--- src/hdl/lib_arbiter_pkg.sv ---
// Matrix geometry, group layout and hit address widths for the pixel readout arbiter
package lib_arbiter_pkg;

    // ------------------------------
    // Matrix geometry
    // ------------------------------
    localparam int MATRIX_DIM = 4;                         // Pixels per matrix side
    localparam int N_PIXELS   = MATRIX_DIM * MATRIX_DIM;   // Flat request/grant width
    localparam int POLARITY   = 1;                         // Request field, OR of its bits

    // ------------------------------
    // Group layout
    // ------------------------------
    localparam int GROUP_SIZE  = 2;                            // Rows and columns per group
    localparam int GROUP_ADD_W = $clog2(GROUP_SIZE);           // Row/column index in a group
    localparam int GRP_PER_ROW = MATRIX_DIM / GROUP_SIZE;      // Groups along one side
    localparam int N_GROUPS    = GRP_PER_ROW * GRP_PER_ROW;
    localparam int GROUP_W     = $clog2(N_GROUPS);             // Group index width

    // Hit address is {group row, pixel row, group column, pixel column}
    localparam int HIT_ADDR_W = $clog2(N_PIXELS);

endpackage

--- src/hdl/x_roundrobin.sv ---
// Row round-robin arbiter with pointer refresh and group release flag
`timescale 1ns/10ps

module x_roundrobin #(
    parameter int Lvl_ROWS    = 2,
    parameter int Lvl_ROW_ADD = 1
) (
    input  logic                   clk_i,
    input  logic                   reset_i,
    input  logic                   enable_i,    // Row search allowed this cycle
    input  logic                   refresh_i,   // Restart scan from row 0
    input  logic [Lvl_ROWS-1:0]    req_i,       // Rows holding pending hits
    output logic [Lvl_ROWS-1:0]    gnt_o,       // One-hot row grant
    output logic [Lvl_ROW_ADD-1:0] xadd_o,      // Index of last granted row
    output logic                   grp_release  // No requesting row left at or above pointer
);

    logic [Lvl_ROW_ADD:0]   ptr_q;   // Top bit set once the scan passed the last row
    logic [Lvl_ROW_ADD-1:0] pick;    // Lowest requesting row at or above pointer
    logic                   found;

    // Scan from the top so the lowest match is the one left standing
    always_comb
    begin
        pick  = '0;
        found = 1'b0;
        for (int r = Lvl_ROWS - 1; r >= 0; r--)
        begin
            if (req_i[r] && (r >= int'(ptr_q)))
            begin
                pick  = Lvl_ROW_ADD'(r);
                found = 1'b1;
            end
        end
    end

    assign grp_release = ~found;

    always_ff @(posedge clk_i or posedge reset_i)
    begin
        if (reset_i)
        begin
            ptr_q  <= '0;
            gnt_o  <= '0;
            xadd_o <= '0;
        end
        else if (refresh_i)
        begin
            ptr_q <= '0;                          // Group lost its enable
            gnt_o <= '0;
        end
        else if (enable_i)
        begin
            gnt_o <= found ? (Lvl_ROWS'(1) << pick) : '0;
            if (found)
                xadd_o <= pick;                   // Held for the column phase
        end
        else if (gnt_o != '0)
        begin
            ptr_q <= {1'b0, xadd_o} + 1'b1;       // Step past the row being served
            gnt_o <= '0;
        end
    end

    a_row_gnt_onehot : assert property (@(posedge clk_i) disable iff (reset_i)
        $onehot0(gnt_o))
        else $error("x_roundrobin: more than one row granted");

endmodule

--- src/hdl/y_roundrobin.sv ---
// Column round-robin arbiter issuing single-cycle grants with group release flag
`timescale 1ns/10ps

module y_roundrobin #(
    parameter int Lvl_COLS    = 2,
    parameter int Lvl_COL_ADD = 1
) (
    input  logic                   clk_i,
    input  logic                   reset_i,
    input  logic                   enable_i,    // Column service allowed
    input  logic [Lvl_COLS-1:0]    req_i,       // Column requests of the selected row
    output logic [Lvl_COLS-1:0]    gnt_o,       // One-cycle column grant
    output logic [Lvl_COL_ADD-1:0] yadd_o,      // Index of granted column
    output logic                   grp_release  // Row exhausted from the pointer upward
);

    logic [Lvl_COL_ADD:0]   ptr_q;   // Extra bit lets the pointer sit past the last column
    logic [Lvl_COL_ADD-1:0] pick;
    logic                   found;

    always_comb
    begin
        pick  = '0;
        found = 1'b0;
        for (int c = Lvl_COLS - 1; c >= 0; c--)
        begin
            if (req_i[c] && (c >= int'(ptr_q)))
            begin
                pick  = Lvl_COL_ADD'(c);
                found = 1'b1;
            end
        end
    end

    assign grp_release = ~found;

    always_ff @(posedge clk_i or posedge reset_i)
    begin
        if (reset_i)
        begin
            ptr_q  <= '0;
            gnt_o  <= '0;
            yadd_o <= '0;
        end
        else if (enable_i && found)
        begin
            gnt_o  <= Lvl_COLS'(1) << pick;
            yadd_o <= pick;
            ptr_q  <= {1'b0, pick} + 1'b1;        // Granted column is never revisited
        end
        else
        begin
            gnt_o <= '0;
            ptr_q <= '0;                          // Wrap, row done or arbiter idle
        end
    end

    // The granted pixel keeps its request until its grant edge has passed
    a_col_gnt_requested : assert property (@(posedge clk_i) disable iff (reset_i)
        (gnt_o & ~req_i) == '0)
        else $error("y_roundrobin: grant to a column without request");

endmodule

--- src/hdl/pixel_level.sv ---
// 2x2 pixel group FSM driving the row and column round-robin arbiters
`timescale 1ns/10ps

module pixel_level (
    input  logic clk_i,
    input  logic reset_i,
    input  logic enable_i,                                   // Group enable
    input  logic [lib_arbiter_pkg::GROUP_SIZE-1:0][lib_arbiter_pkg::GROUP_SIZE-1:0]
                 [lib_arbiter_pkg::POLARITY-1:0] req_i,      // Pixel requests [row][col]
    output logic [lib_arbiter_pkg::GROUP_SIZE-1:0][lib_arbiter_pkg::GROUP_SIZE-1:0] gnt_o,
    output logic [lib_arbiter_pkg::GROUP_ADD_W-1:0] x_add_o, // Selected row
    output logic [lib_arbiter_pkg::GROUP_ADD_W-1:0] y_add_o, // Selected column
    output logic active_o,                                   // Pixel granted last cycle
    output logic req_o,                                      // Any pending pixel
    output logic grp_release_o                               // Group round finished
);
    import lib_arbiter_pkg::*;

    typedef enum logic [1:0]
    {
        IDLE      = 2'b00,   // Waiting for enable
        ROW_GRANT = 2'b01,   // Searching for a row
        COL_GRANT = 2'b10    // Serving columns of the held row
    } state_t;

    state_t                current_state;
    state_t                next_state;
    logic [GROUP_SIZE-1:0] row_req;      // Rows with any request
    logic [GROUP_SIZE-1:0] col_req;      // Columns of the selected row
    logic [GROUP_SIZE-1:0] x_gnt;
    logic [GROUP_SIZE-1:0] y_gnt;
    logic                  x_enable;
    logic                  y_enable;
    logic                  refresh;
    logic                  grp_release_x;
    logic                  grp_release_y;

    assign req_o = |req_i;

    always_comb
    begin
        for (int i = 0; i < GROUP_SIZE; i++)
        begin
            row_req[i] = |req_i[i];            // Polarity bits fold into the request
            col_req[i] = |req_i[x_add_o][i];
        end
    end

    // ------------------------------
    // Arbitration FSM
    // ------------------------------
    always_ff @(posedge clk_i or posedge reset_i)
    begin
        if (reset_i)
            current_state <= IDLE;
        else
            current_state <= next_state;
    end

    always_comb
    begin
        next_state = current_state;
        x_enable   = 1'b0;
        y_enable   = 1'b0;
        refresh    = 1'b0;
        case (current_state)
            IDLE:
            begin
                if (enable_i)
                begin
                    x_enable   = 1'b1;           // Row grant lands next cycle
                    next_state = ROW_GRANT;
                end
            end
            ROW_GRANT:
            begin
                if (!enable_i)
                begin
                    refresh    = 1'b1;           // Restart from row 0 when re-enabled
                    next_state = IDLE;
                end
                else if (x_gnt != '0)
                begin
                    y_enable   = 1'b1;           // Row held, start on its columns
                    next_state = COL_GRANT;
                end
                else
                    x_enable = 1'b1;
            end
            COL_GRANT:
            begin
                if (!enable_i)
                begin
                    refresh    = 1'b1;
                    next_state = IDLE;
                end
                else if (y_gnt == '0)
                begin
                    x_enable   = 1'b1;           // Row empty, look for the next one
                    next_state = ROW_GRANT;
                end
                else
                    y_enable = 1'b1;             // One more column per cycle
            end
            default:
                next_state = IDLE;
        endcase
    end

    // Single pixel grant, withheld while the group is disabled
    always_comb
    begin
        gnt_o = '0;
        if (enable_i && (y_gnt != '0))
            gnt_o[x_add_o][y_add_o] = 1'b1;
    end

    always_ff @(posedge clk_i or posedge reset_i)
    begin
        if (reset_i)
        begin
            active_o      <= 1'b0;
            grp_release_o <= 1'b0;
        end
        else
        begin
            active_o      <= |gnt_o;
            grp_release_o <= enable_i & grp_release_x & grp_release_y;
        end
    end

    x_roundrobin #(.Lvl_ROWS(GROUP_SIZE), .Lvl_ROW_ADD(GROUP_ADD_W)) u_rr_x (
        .clk_i       (clk_i),
        .reset_i     (reset_i),
        .enable_i    (x_enable),
        .refresh_i   (refresh),
        .req_i       (row_req),
        .gnt_o       (x_gnt),
        .xadd_o      (x_add_o),
        .grp_release (grp_release_x)
    );

    y_roundrobin #(.Lvl_COLS(GROUP_SIZE), .Lvl_COL_ADD(GROUP_ADD_W)) u_rr_y (
        .clk_i       (clk_i),
        .reset_i     (reset_i),
        .enable_i    (y_enable),
        .req_i       (col_req),
        .gnt_o       (y_gnt),
        .yadd_o      (y_add_o),
        .grp_release (grp_release_y)
    );

    a_fsm_legal : assert property (@(posedge clk_i) disable iff (reset_i)
        current_state inside {IDLE, ROW_GRANT, COL_GRANT})
        else $error("pixel_level: FSM in unused state encoding");

endmodule

--- src/hdl/group_arbiter.sv ---
// Round-robin selection among pixel groups with release handling and readout back-pressure
`timescale 1ns/10ps

module group_arbiter (
    input  logic                                 clk_i,
    input  logic                                 reset_i,
    input  logic [lib_arbiter_pkg::N_GROUPS-1:0] grp_req_i,      // Group has pending hits
    input  logic [lib_arbiter_pkg::N_GROUPS-1:0] grp_release_i,  // Group finished its round
    input  logic                                 busy_i,         // Readout stalled
    output logic [lib_arbiter_pkg::N_GROUPS-1:0] grp_en_o,       // One-hot or zero
    output logic [lib_arbiter_pkg::GROUP_W-1:0]  grp_sel_o       // Selected group index
);
    import lib_arbiter_pkg::*;

    logic [GROUP_W-1:0]  ptr_q;      // Search start for the next selection
    logic                active_q;   // A group is currently held
    logic                done;
    logic [N_GROUPS-1:0] cand;
    logic [GROUP_W-1:0]  idx;
    logic [GROUP_W-1:0]  pick;
    logic                found;

    assign done = active_q && (grp_release_i[grp_sel_o] || !grp_req_i[grp_sel_o]);

    // Wrapping search from the pointer, finished group left out
    always_comb
    begin
        cand  = grp_req_i;
        pick  = ptr_q;
        found = 1'b0;
        idx   = ptr_q;
        if (done)
            cand[grp_sel_o] = 1'b0;
        for (int k = 0; k < N_GROUPS; k++)
        begin
            idx = ptr_q + GROUP_W'(k);           // Wraps modulo N_GROUPS
            if (!found && cand[idx])
            begin
                pick  = idx;
                found = 1'b1;
            end
        end
    end

    always_ff @(posedge clk_i or posedge reset_i)
    begin
        if (reset_i)
        begin
            ptr_q     <= '0;
            active_q  <= 1'b0;
            grp_sel_o <= '0;
        end
        else if (!active_q || done)
        begin
            active_q <= found;                   // Switch one cycle after release
            if (found)
            begin
                grp_sel_o <= pick;
                ptr_q     <= pick + 1'b1;        // Next round starts past this group
            end
        end
    end

    // Selection is kept while masked, same group resumes after acceptance
    always_comb
    begin
        grp_en_o = '0;
        if (active_q && !busy_i)
            grp_en_o[grp_sel_o] = 1'b1;
    end

    a_grp_en_onehot : assert property (@(posedge clk_i) disable iff (reset_i)
        $onehot0(grp_en_o))
        else $error("group_arbiter: more than one group enabled");

endmodule

--- src/hdl/hit_readout.sv ---
// Hit address encoder and output register with valid/ready handshake
`timescale 1ns/10ps

module hit_readout (
    input  logic                                   clk_i,
    input  logic                                   reset_i,
    input  logic                                   grant_valid_i,  // A pixel granted now
    input  logic [lib_arbiter_pkg::GROUP_ADD_W-1:0] x_add_i,       // Pixel row in group
    input  logic [lib_arbiter_pkg::GROUP_ADD_W-1:0] y_add_i,       // Pixel column in group
    input  logic [lib_arbiter_pkg::GROUP_W-1:0]    grp_sel_i,      // Enabled group
    input  logic                                   hit_ready_i,
    output logic                                   hit_valid_o,
    output logic [lib_arbiter_pkg::HIT_ADDR_W-1:0] hit_addr_o,
    output logic                                   busy_o          // Hit held, not taken
);
    import lib_arbiter_pkg::*;

    assign busy_o = hit_valid_o & ~hit_ready_i;

    always_ff @(posedge clk_i or posedge reset_i)
    begin
        if (reset_i)
            hit_valid_o <= 1'b0;
        else if (grant_valid_i)
            hit_valid_o <= 1'b1;                 // Valid the cycle after the grant
        else if (hit_ready_i)
            hit_valid_o <= 1'b0;                 // Transfer done, nothing new
    end

    // Group row is the upper index bit, group column the lower
    always_ff @(posedge clk_i)
    begin
        if (grant_valid_i)
            hit_addr_o <= {grp_sel_i[GROUP_W-1], x_add_i, grp_sel_i[0], y_add_i};
    end

    // Group enable masking must keep grants away from a stalled register
    a_no_grant_when_busy : assert property (@(posedge clk_i) disable iff (reset_i)
        grant_valid_i |-> !busy_o)
        else $error("hit_readout: grant while hit is held without ready");

endmodule

--- src/hdl/pixel_matrix_top.sv ---
// Top level of the 4x4 readout arbiter: four pixel groups, group arbiter and hit readout
`timescale 1ns/10ps

module pixel_matrix_top (
    input  logic                                   clk_i,
    input  logic                                   reset_i,
    input  logic [lib_arbiter_pkg::N_PIXELS-1:0]   pix_req_i,    // Flat index row*4+col
    input  logic                                   hit_ready_i,
    output logic [lib_arbiter_pkg::N_PIXELS-1:0]   pix_gnt_o,
    output logic                                   hit_valid_o,
    output logic [lib_arbiter_pkg::HIT_ADDR_W-1:0] hit_addr_o
);
    import lib_arbiter_pkg::*;

    logic [GROUP_SIZE-1:0][GROUP_SIZE-1:0][POLARITY-1:0] grp_pix_req [N_GROUPS];
    logic [GROUP_SIZE-1:0][GROUP_SIZE-1:0]               grp_pix_gnt [N_GROUPS];
    logic [GROUP_ADD_W-1:0]                              grp_x_add   [N_GROUPS];
    logic [GROUP_ADD_W-1:0]                              grp_y_add   [N_GROUPS];
    logic [N_GROUPS-1:0]                                 grp_req;
    logic [N_GROUPS-1:0]                                 grp_release;
    logic [N_GROUPS-1:0]                                 grp_en;
    logic [GROUP_W-1:0]                                  grp_sel;
    logic                                                grant_valid;
    logic                                                busy;

    // ------------------------------
    // Pixel groups
    // ------------------------------
    for (genvar g = 0; g < N_GROUPS; g++)
    begin : g_group
        for (genvar i = 0; i < GROUP_SIZE; i++)
        begin : g_row
            for (genvar j = 0; j < GROUP_SIZE; j++)
            begin : g_col
                localparam int PIX = ((g / GRP_PER_ROW) * GROUP_SIZE + i) * MATRIX_DIM
                                   + (g % GRP_PER_ROW) * GROUP_SIZE + j;
                assign grp_pix_req[g][i][j] = {POLARITY{pix_req_i[PIX]}};
                assign pix_gnt_o[PIX]       = grp_pix_gnt[g][i][j];  // Groups never overlap
            end
        end

        pixel_level u_group (
            .clk_i         (clk_i),
            .reset_i       (reset_i),
            .enable_i      (grp_en[g]),
            .req_i         (grp_pix_req[g]),
            .gnt_o         (grp_pix_gnt[g]),
            .x_add_o       (grp_x_add[g]),
            .y_add_o       (grp_y_add[g]),
            .active_o      (),
            .req_o         (grp_req[g]),
            .grp_release_o (grp_release[g])
        );
    end

    assign grant_valid = |pix_gnt_o;

    group_arbiter u_grp_arb (
        .clk_i         (clk_i),
        .reset_i       (reset_i),
        .grp_req_i     (grp_req),
        .grp_release_i (grp_release),
        .busy_i        (busy),
        .grp_en_o      (grp_en),
        .grp_sel_o     (grp_sel)
    );

    hit_readout u_readout (
        .clk_i         (clk_i),
        .reset_i       (reset_i),
        .grant_valid_i (grant_valid),
        .x_add_i       (grp_x_add[grp_sel]),   // Only the enabled group can grant
        .y_add_i       (grp_y_add[grp_sel]),
        .grp_sel_i     (grp_sel),
        .hit_ready_i   (hit_ready_i),
        .hit_valid_o   (hit_valid_o),
        .hit_addr_o    (hit_addr_o),
        .busy_o        (busy)
    );

endmodule

--- config.mk ---
export PLATFORM = sky130hd
export DESIGN_NAME = pixel_matrix_top
export DESIGN_NICKNAME = d
export VERILOG_FILES = /design/src/hdl/lib_arbiter_pkg.sv /design/src/hdl/x_roundrobin.sv /design/src/hdl/y_roundrobin.sv /design/src/hdl/pixel_level.sv /design/src/hdl/group_arbiter.sv /design/src/hdl/hit_readout.sv /design/src/hdl/pixel_matrix_top.sv
export SDC_FILE = /design/constraint.sdc
export NUM_CORES = 1
export LEC_CHECK = 0
export BUFFER_PORTS_ARGS = -buffer_cell sky130_fd_sc_hd__buf_2
export CORE_UTILIZATION = 55
export DETAILED_ROUTE_END_ITERATION = 8
export GPL_ROUTABILITY_DRIVEN = 0
export PLACE_DENSITY = 0.85
export SYNTH_ARGS = -nofsm -noshare
export SYNTH_HDL_FRONTEND = slang
export SYNTH_SLANG_ARGS = --single-unit
--- constraint.sdc ---
create_clock -name clk_i -period 2.74 [get_ports clk_i]
set_clock_uncertainty 0.1 [all_clocks]
set_input_delay 0.411 -clock clk_i [delete_from_list [all_inputs] [get_ports clk_i]]
set_output_delay 0.411 -clock clk_i [all_outputs]
set_load 0.01 [all_outputs]
* After elaboration in Yosys (flattened, before gate mapping)
Cells that the tools add are included.
** Operators by class
- $add $sub $neg :: 12
- Order comparisons :: 39
- Equal/unequal tests :: 24
- Shift-type cells :: 8
- Mux-type cells :: 195
- Bitwise logic cells :: 25
- Reduce and logical (&&, ||, !) cells :: 101
** Operators by type and width (count)
- 2-bit 2-to-1 mux :: 71
- 1-bit 2-to-1 mux :: 89
- 1-bit logical AND :: 38
- 1-bit by 2-bit >= comparator with 1-bit output, first input constant :: 16
- 2-bit nonzero test :: 13
- 4-bit 2-to-1 mux :: 6
- 3-bit by 2-bit inequality test with 1-bit output, second input constant :: 8
- 2-bit one-hot mux with 3 select lines :: 4
- 3-bit AND reduction :: 8
- 2-bit OR reduction :: 12
- 1-bit by 1-bit adder with 2-bit output, second input constant :: 8
- 1-bit binary-select mux with 2-bit select :: 8
- 2-bit zero test :: 8
- 1-bit by 2-bit less-than comparator with 1-bit output, second input constant :: 8
- 16-bit OR reduction :: 1
- 4-bit OR reduction :: 4
- 1-bit by 1-bit left shift with 2-bit output, first input constant :: 8
- 2-bit by 3-bit less-than comparator with 1-bit output, second input constant :: 5
- 1-bit inverter :: 13
- 1-bit one-hot mux with 3 select lines :: 4
- 3-bit nonzero test :: 4
- 2-bit AND reduction :: 5
- 1-bit AND :: 9
- 2-bit demux with 1-bit select :: 4
- other kinds (17) :: 50
** Storage, ports and cells
- Flip-flop bits (word level) :: 62
- Output and inout port bits :: 21

* Depth between registers and ports, before layout
- Depth after elaboration :: 20
- Mapped depth :: 8
- Mapped depth without buffers :: 8

* Cells and area by module
From an unflattened synthesis, not the netlist that was laid out.
** Unflattened totals
- Cells, all modules :: 374
- Area total of the unflattened synthesis :: 3813.7 sq um
** By module, submodules not included
- pixel_level :: instances 4, cells each 42, area each 381.6 sq um, seq. area each 100.1 sq um
- x_roundrobin :: instances 4, cells each 22, area each 252.7 sq um, seq. area each 125.1 sq um
- y_roundrobin :: instances 4, cells each 11, area each 128.9 sq um, seq. area each 75.1 sq um
- group_arbiter :: instances 1, cells each 59, area each 508.0 sq um, seq. area each 125.1 sq um
- hit_readout :: instances 1, cells each 8, area each 168.9 sq um, seq. area each 145.1 sq um
- pixel_matrix_top :: instances 1, cells each 7, area each 83.8 sq um, seq. area each 0.0 sq um

* Worst setup path before layout
Ideal clock, no wire load.
- Path type :: input to register
- Start :: input port pix_req_i[15] (netlist bit)
- End :: register u_grp_arb.ptr_q[1]
- Library setup time :: 125 ps
- Data arrival time :: 1849 ps
- Required time :: 2515 ps
- Setup slack :: 666 ps
- Stages :: 6
- Buffers on the path :: 0
- Cells stage by stage :: or4_4 > a2111oi_2 > a311oi_1 > a21oi_2 > xor2_1 > mux2_2
** On the way
- Longest elaborated chain between the ends :: 20
- Elaborated cells between the ends (all ways) :: 32
- Those cells by class :: add/sub: 1; mux: 18; bitwise: 1; reduce/logical: 12
** RTL lines
- start: declaration :: line pixel_matrix_top.sv:7 : input logic [lib_arbiter_pkg::N_PIXELS-1:0] pix_req_i,
- 4-bit OR reduction * :: line pixel_level.sv:38 : assign req_o = |req_i;
- 1-bit binary-select mux with 2-bit select :: line group_arbiter.sv:23 : assign done = active_q && (grp_release_i[grp_sel_o] || !grp_req_i[grp_sel_o]);
- 1-bit 2-to-1 mux (implied by the code) :: line group_arbiter.sv:23
- 1-bit zero test :: line group_arbiter.sv:23
- 1-bit logical OR :: line group_arbiter.sv:23
- 1-bit logical AND :: line group_arbiter.sv:23
- 4-bit 2-to-1 mux :: line group_arbiter.sv:32 : if (done)
- 1-bit binary-select mux with 2-bit select :: line group_arbiter.sv:37 : if (!found && cand[idx])
- [... 4 more ...]
- 1-bit 2-to-1 mux :: line group_arbiter.sv:37
- 1-bit zero test :: line group_arbiter.sv:37
- 1-bit logical AND :: line group_arbiter.sv:37
- 1-bit 2-to-1 mux :: line group_arbiter.sv:37
- 1-bit zero test :: line group_arbiter.sv:37
- 1-bit logical AND :: line group_arbiter.sv:37
- 2-bit 2-to-1 mux / 1-bit 2-to-1 mux (equally long branches) :: line group_arbiter.sv:37
- 2-bit by 1-bit adder with 2-bit output / 2-bit AND reduction (equally long branches)
- end signal: assignment :: line group_arbiter.sv:59 : ptr_q <= pick + 1'b1;
- end: declaration :: line group_arbiter.sv:15 : logic [GROUP_W-1:0] ptr_q;
Every way passes the cells marked *; elsewhere a longest branch is shown, timed or not. The select of a mux whose other input is x is not followed.
A chain may end at the register's enable or synchronous reset.

* Worst setup path after layout
- Start :: register u_grp_arb.grp_sel_o[1] (netlist bit)
- End :: output port pix_gnt_o[3] (netlist bit)
** On the way
- Longest elaborated chain between the ends :: 7
- Elaborated cells between the ends (all ways) :: 8
- Those cells by class :: order compare: 2; mux: 4; reduce/logical: 2
** RTL lines
- start: declaration :: line group_arbiter.sv:11 : output logic [lib_arbiter_pkg::GROUP_W-1:0] grp_sel_o
- start signal: assignment :: line group_arbiter.sv:58 : grp_sel_o <= pick;
- 2-bit by 3-bit less-than comparator with 1-bit output (implied by the code) / 2-bit by 1-bit >= comparator with 1-bit output (equally long branches) :: line group_arbiter.sv:69 : grp_en_o[grp_sel_o] = 1'b1;
- 1-bit logical AND (implied by the code) :: line group_arbiter.sv:69
- 1-bit 2-to-1 mux (implied by the code) :: line group_arbiter.sv:69
- 1-bit demux with 2-bit select *
- 4-bit 2-to-1 mux * :: line group_arbiter.sv:68 : if (active_q && !busy_i)
- 1-bit logical AND * :: line pixel_level.sv:114 : if (enable_i && (y_gnt != '0))
- 4-bit 2-to-1 mux * :: line pixel_level.sv:114
- end: declaration :: line pixel_matrix_top.sv:9 : output logic [lib_arbiter_pkg::N_PIXELS-1:0] pix_gnt_o,
Every way passes the cells marked *; elsewhere a longest branch is shown, timed or not.

==> key figures <==
Floorplan
  • Die height: 78.3 um
  • Die Width: 78.3 um
  • Ports: 40
  • FP Rows: 27
  • Full die area: 6130 um2
  • Core region area: 5540 um2
  • Initial Util: 57.7%

Route
  • 1st-pass router iterations: 5
  • Final antenna-violating net count: 0
  • Uppermost layer routed: met4
  • Final WL: 7.21 mm
  • Residual DRC: 0
  • DR WL met3: 347 um
  • Met1 WL: 3.22 mm
  • Vias: 2,777
  • Via density: 6.12
  • WL per Instance: 15.9 um
  • Met2 wire length: 3.54 mm
  • Iter 0 DRT Violations: 189

Finish
  • Multi-input logic area: 1720 um2
  • Antenna cell count: 0
  • Fillers: 461
  • Layout cells sized above 1: 17.5%
  • Final cell count without fillers: 454
  • Final-stage net count: 416
  • Reg area: 1370 um2
  • Area delta synth->final: 12.4%
  • Final core utilization: 64.9%

STA
  • TNS Setup: 0 ps
  • Hold Fails Final Rpt: 0
  • Pin slew with the least headroom to its limit: 659 ps
  • RSZ-0062 raised after global routing: no
  • Final setup violating endpoints: 0
  • Max-slew violations: 0
  • Post-layout min period: 2540 ps
  • Final period util: 92.6%
  • Max transition margin: 55.6%
  • Max Clock Freq: 394 MHz

Synth
  • Unique masters post-synth: 62
  • Register area share after synthesis: 42.9%
  • Top cell type's share of synthesized area: 39.1%
  • Seq cells post-synth: 54
  • Synth area leader: dfrtp_1
  • Synth top area cells: dfrtp_1, ha_1, nor2_1
  • Yosys warns: 0
  • Syn Area/Cell: 9.44 um2
  • Async set or reset register ratio after synthesis: 92.6%
  • Post-synth top cells: dfrtp_1, nor2_1, nand2_1
  • Dominant cell by count in the synthesized netlist: dfrtp_1
  • Number of synthesized flops with an enable pin: 4
  • Synth Cell Area: 3200 um2
  • Ys flop type: dfrtp_1
  • Syn nets: 374
  • Cells after Synth: 339

Run status
  • Status: complete, no violations

Worst setup path
  • Max FO, Critical Path: 16
  • R2R setup slack: 400 ps
  • R2r worst-path depth: 6
  • Most common cell on crit path: nor2_1
  • Crit Path Class: reg2out
  • CP required: 2230 ps
  • Worst EP arrival: 2030 ps
  • Worst Setup Start Kind: flop
  • Max incr delay on CP: 570 ps
  • CP Cell Sequence: inv_2 -> nand4_1 -> nor2_1 -> nand2_1 -> nor2_1 -> buf_2
  • Worst r2r src: u_grp_arb.grp_sel_o[1]$_DFFE_PP0P_
  • Crit end category: primary output
  • CP max-delay cell: dfrtp_1
  • Reg-to-reg endpoint: u_grp_arb.ptr_q[1]$_DFFE_PP0P_

Clock network
  • Buffer depth of the longest clock path: 2
  • Clk Latency, worst-skew pair: 320 ps
  • Post-CTS Resized: 0
  • CTS tree: built
  • Post-CTS Setup Inserts: 0
  • Reg clk slew, reported paths: 90 ps
  • H-tree levels: 2
  • TritonCTS buffer count: 5
  • Root Driver: clkbuf_8
  • Clock sink count: 54

Power
  • Sw Pwr: 1.53 mW
  • Pleak: 1.72 nW
  • Clock share of power: 15.3%
  • Internal: 2.04 mW
  • Switching share of power: 42.8%
  • Power Dens Cells: 993 nW/um2
  • Share of power burned in combinational logic: 46.2%
  • Share of power burned in registers: 38.4%
  • Peak supply drop: 0.398 mV

Hold path
  • Hold Path End: g_group[1].u_group.grp_release_o$_DFF_PP0_
  • Hold Crit Start: pix_req_i[6]
  • Hold path depth: 4
  • Hold Crit Class: in2reg

Global route
  • GRT Total Usage: 25.3%
  • Vias in the first global route: 2,642
  • Global-route wire length before repair: 12.2 mm
  • Largest net degree at the start of global routing: 26
  • Initial antenna violation count: 0
  • Remaining Overflow, GRT: 0

Place
  • Hpwl dp: 5.44 mm
  • PortBufs: 39
  • Dpl cells: 445

Job
  • Maxcap violations: 0
==> sequential cells by signal (all words and copies together) (netlist names), 2 cells and up <==
signal                         flops
g_group.u_group.u_rr_x.gnt_o       8
g_group.u_group.u_rr_x.xadd_o      4
g_group.u_group.current_state      8
g_group.u_group.u_rr_y.gnt_o       7
g_group.u_group.u_rr_y.yadd_o      4
g_group.u_group.u_rr_x.ptr_q       8
u_readout.hit_addr_o               4
u_grp_arb.ptr_q                    2
u_grp_arb.grp_sel_o                2
g_group.u_group.grp_release_o      4
==> layout make-up <==
type / instances / area share, %
inverter: 19 / 1.98
clock inverter: 3 / 1.25
tap: 72 / 2.51
clock buffer: 5 / 1.91
sequential: 54 / 38.1
timing repair buffer: 43 / 6.33
multi-input combinational: 258 / 47.9
==> worst max-delay path by stage <==
| stage | start | to |
|---|---|---|
| 3_3_place_gp | pix_req_i[15] | u_grp_arb.ptr_q[1]$_DFFE_PP0P_ |
| 2_1_floorplan | pix_req_i[15] | u_grp_arb.ptr_q[1]$_DFFE_PP0P_ |
| 6_report | u_grp_arb.grp_sel_o[1]$_DFFE_PP0P_ | pix_gnt_o[3] |
| 5_1_grt | u_grp_arb.grp_sel_o[1]$_DFFE_PP0P_ | pix_gnt_o[6] |
| 4_1_cts | u_grp_arb.grp_sel_o[1]$_DFFE_PP0P_ | pix_gnt_o[6] |
| 3_5_place_dp | pix_req_i[1] | u_grp_arb.ptr_q[1]$_DFFE_PP0P_ |
==> cells by family (layout without fill, tap and decap cells) <==
kind of cell	after synthesis	in the layout	synth area share, %
XOR/XNOR	1	1	0.274
buffers and inverters	27	70	3.36
AO/OA/AOI/OAI	63	63	14.7
adder cells (fa/ha/maj)	16	16	6.26
multiplexers	18	18	6.65
AND/OR/NAND/NOR	160	160	25.9
flip-flops	54	54	42.9
==> timing repair <==
action                                  CTS  global route
hold buffers                              1             0
endpoints found under the setup margin    0             0
endpoints found under the hold margin     8             0
==> per-layer routing <==
| metal | vias up | track usage, % |
|---|---|---|
| met5 | - | 0 |
| li1 | 1329 | - |
| met1 | 1345 | 34.0 |
| met4 | 0 | 9.07 |
| met3 | 8 | 3.49 |
| met2 | 95 | 41.9 |
==> critical path, delay by kind of cell, from the launching register on <==
kind	cells	cell delay, ps
buf+inv	2	330
flops	1	570
simple gates	4	810
==> power groups by stage <==
stage                     logic [mW]  clock network, mW  registers [mW]
after floorplan                 1.42                  0            1.20
after global placement          1.56                  0            1.36
after global routing            1.84              0.582            1.42
after detailed placement        1.62                  0            1.38
after CTS                       1.63              0.553            1.37
final                           1.65              0.547            1.37
==> placed cells by master, fill, tap and decap left out, types with 6 or more instances in the layout <==
master and count:
nand3_1 6, nor2_1 48, a22o_1 6, nor3_1 19, nor4_1 18, a21oi_1 10
inv_1 16, o21ai_0 10, ha_1 16, mux2i_1 10, buf_2 39, nand2_1 29
dfrtp_1 50
==> per-stage QoR <==
| step | setup WS (ps) | area [um2] | hold WS, ps | power, mW |
|---|---|---|---|---|
| after floorplan | 666 | 3200 | 334 | 2.62 |
| after global placement | 487 | 3470 | 233 | 2.92 |
| after detailed placement | 408 | 3470 | 238 | 3.00 |
| after CTS | 197 | 3590 | 343 | 3.55 |
| after global routing | 11.4 | 3590 | 384 | 3.84 |
| final | 203 | 3590 | 343 | 3.57 |
Power figures use the tool's default switching activity.
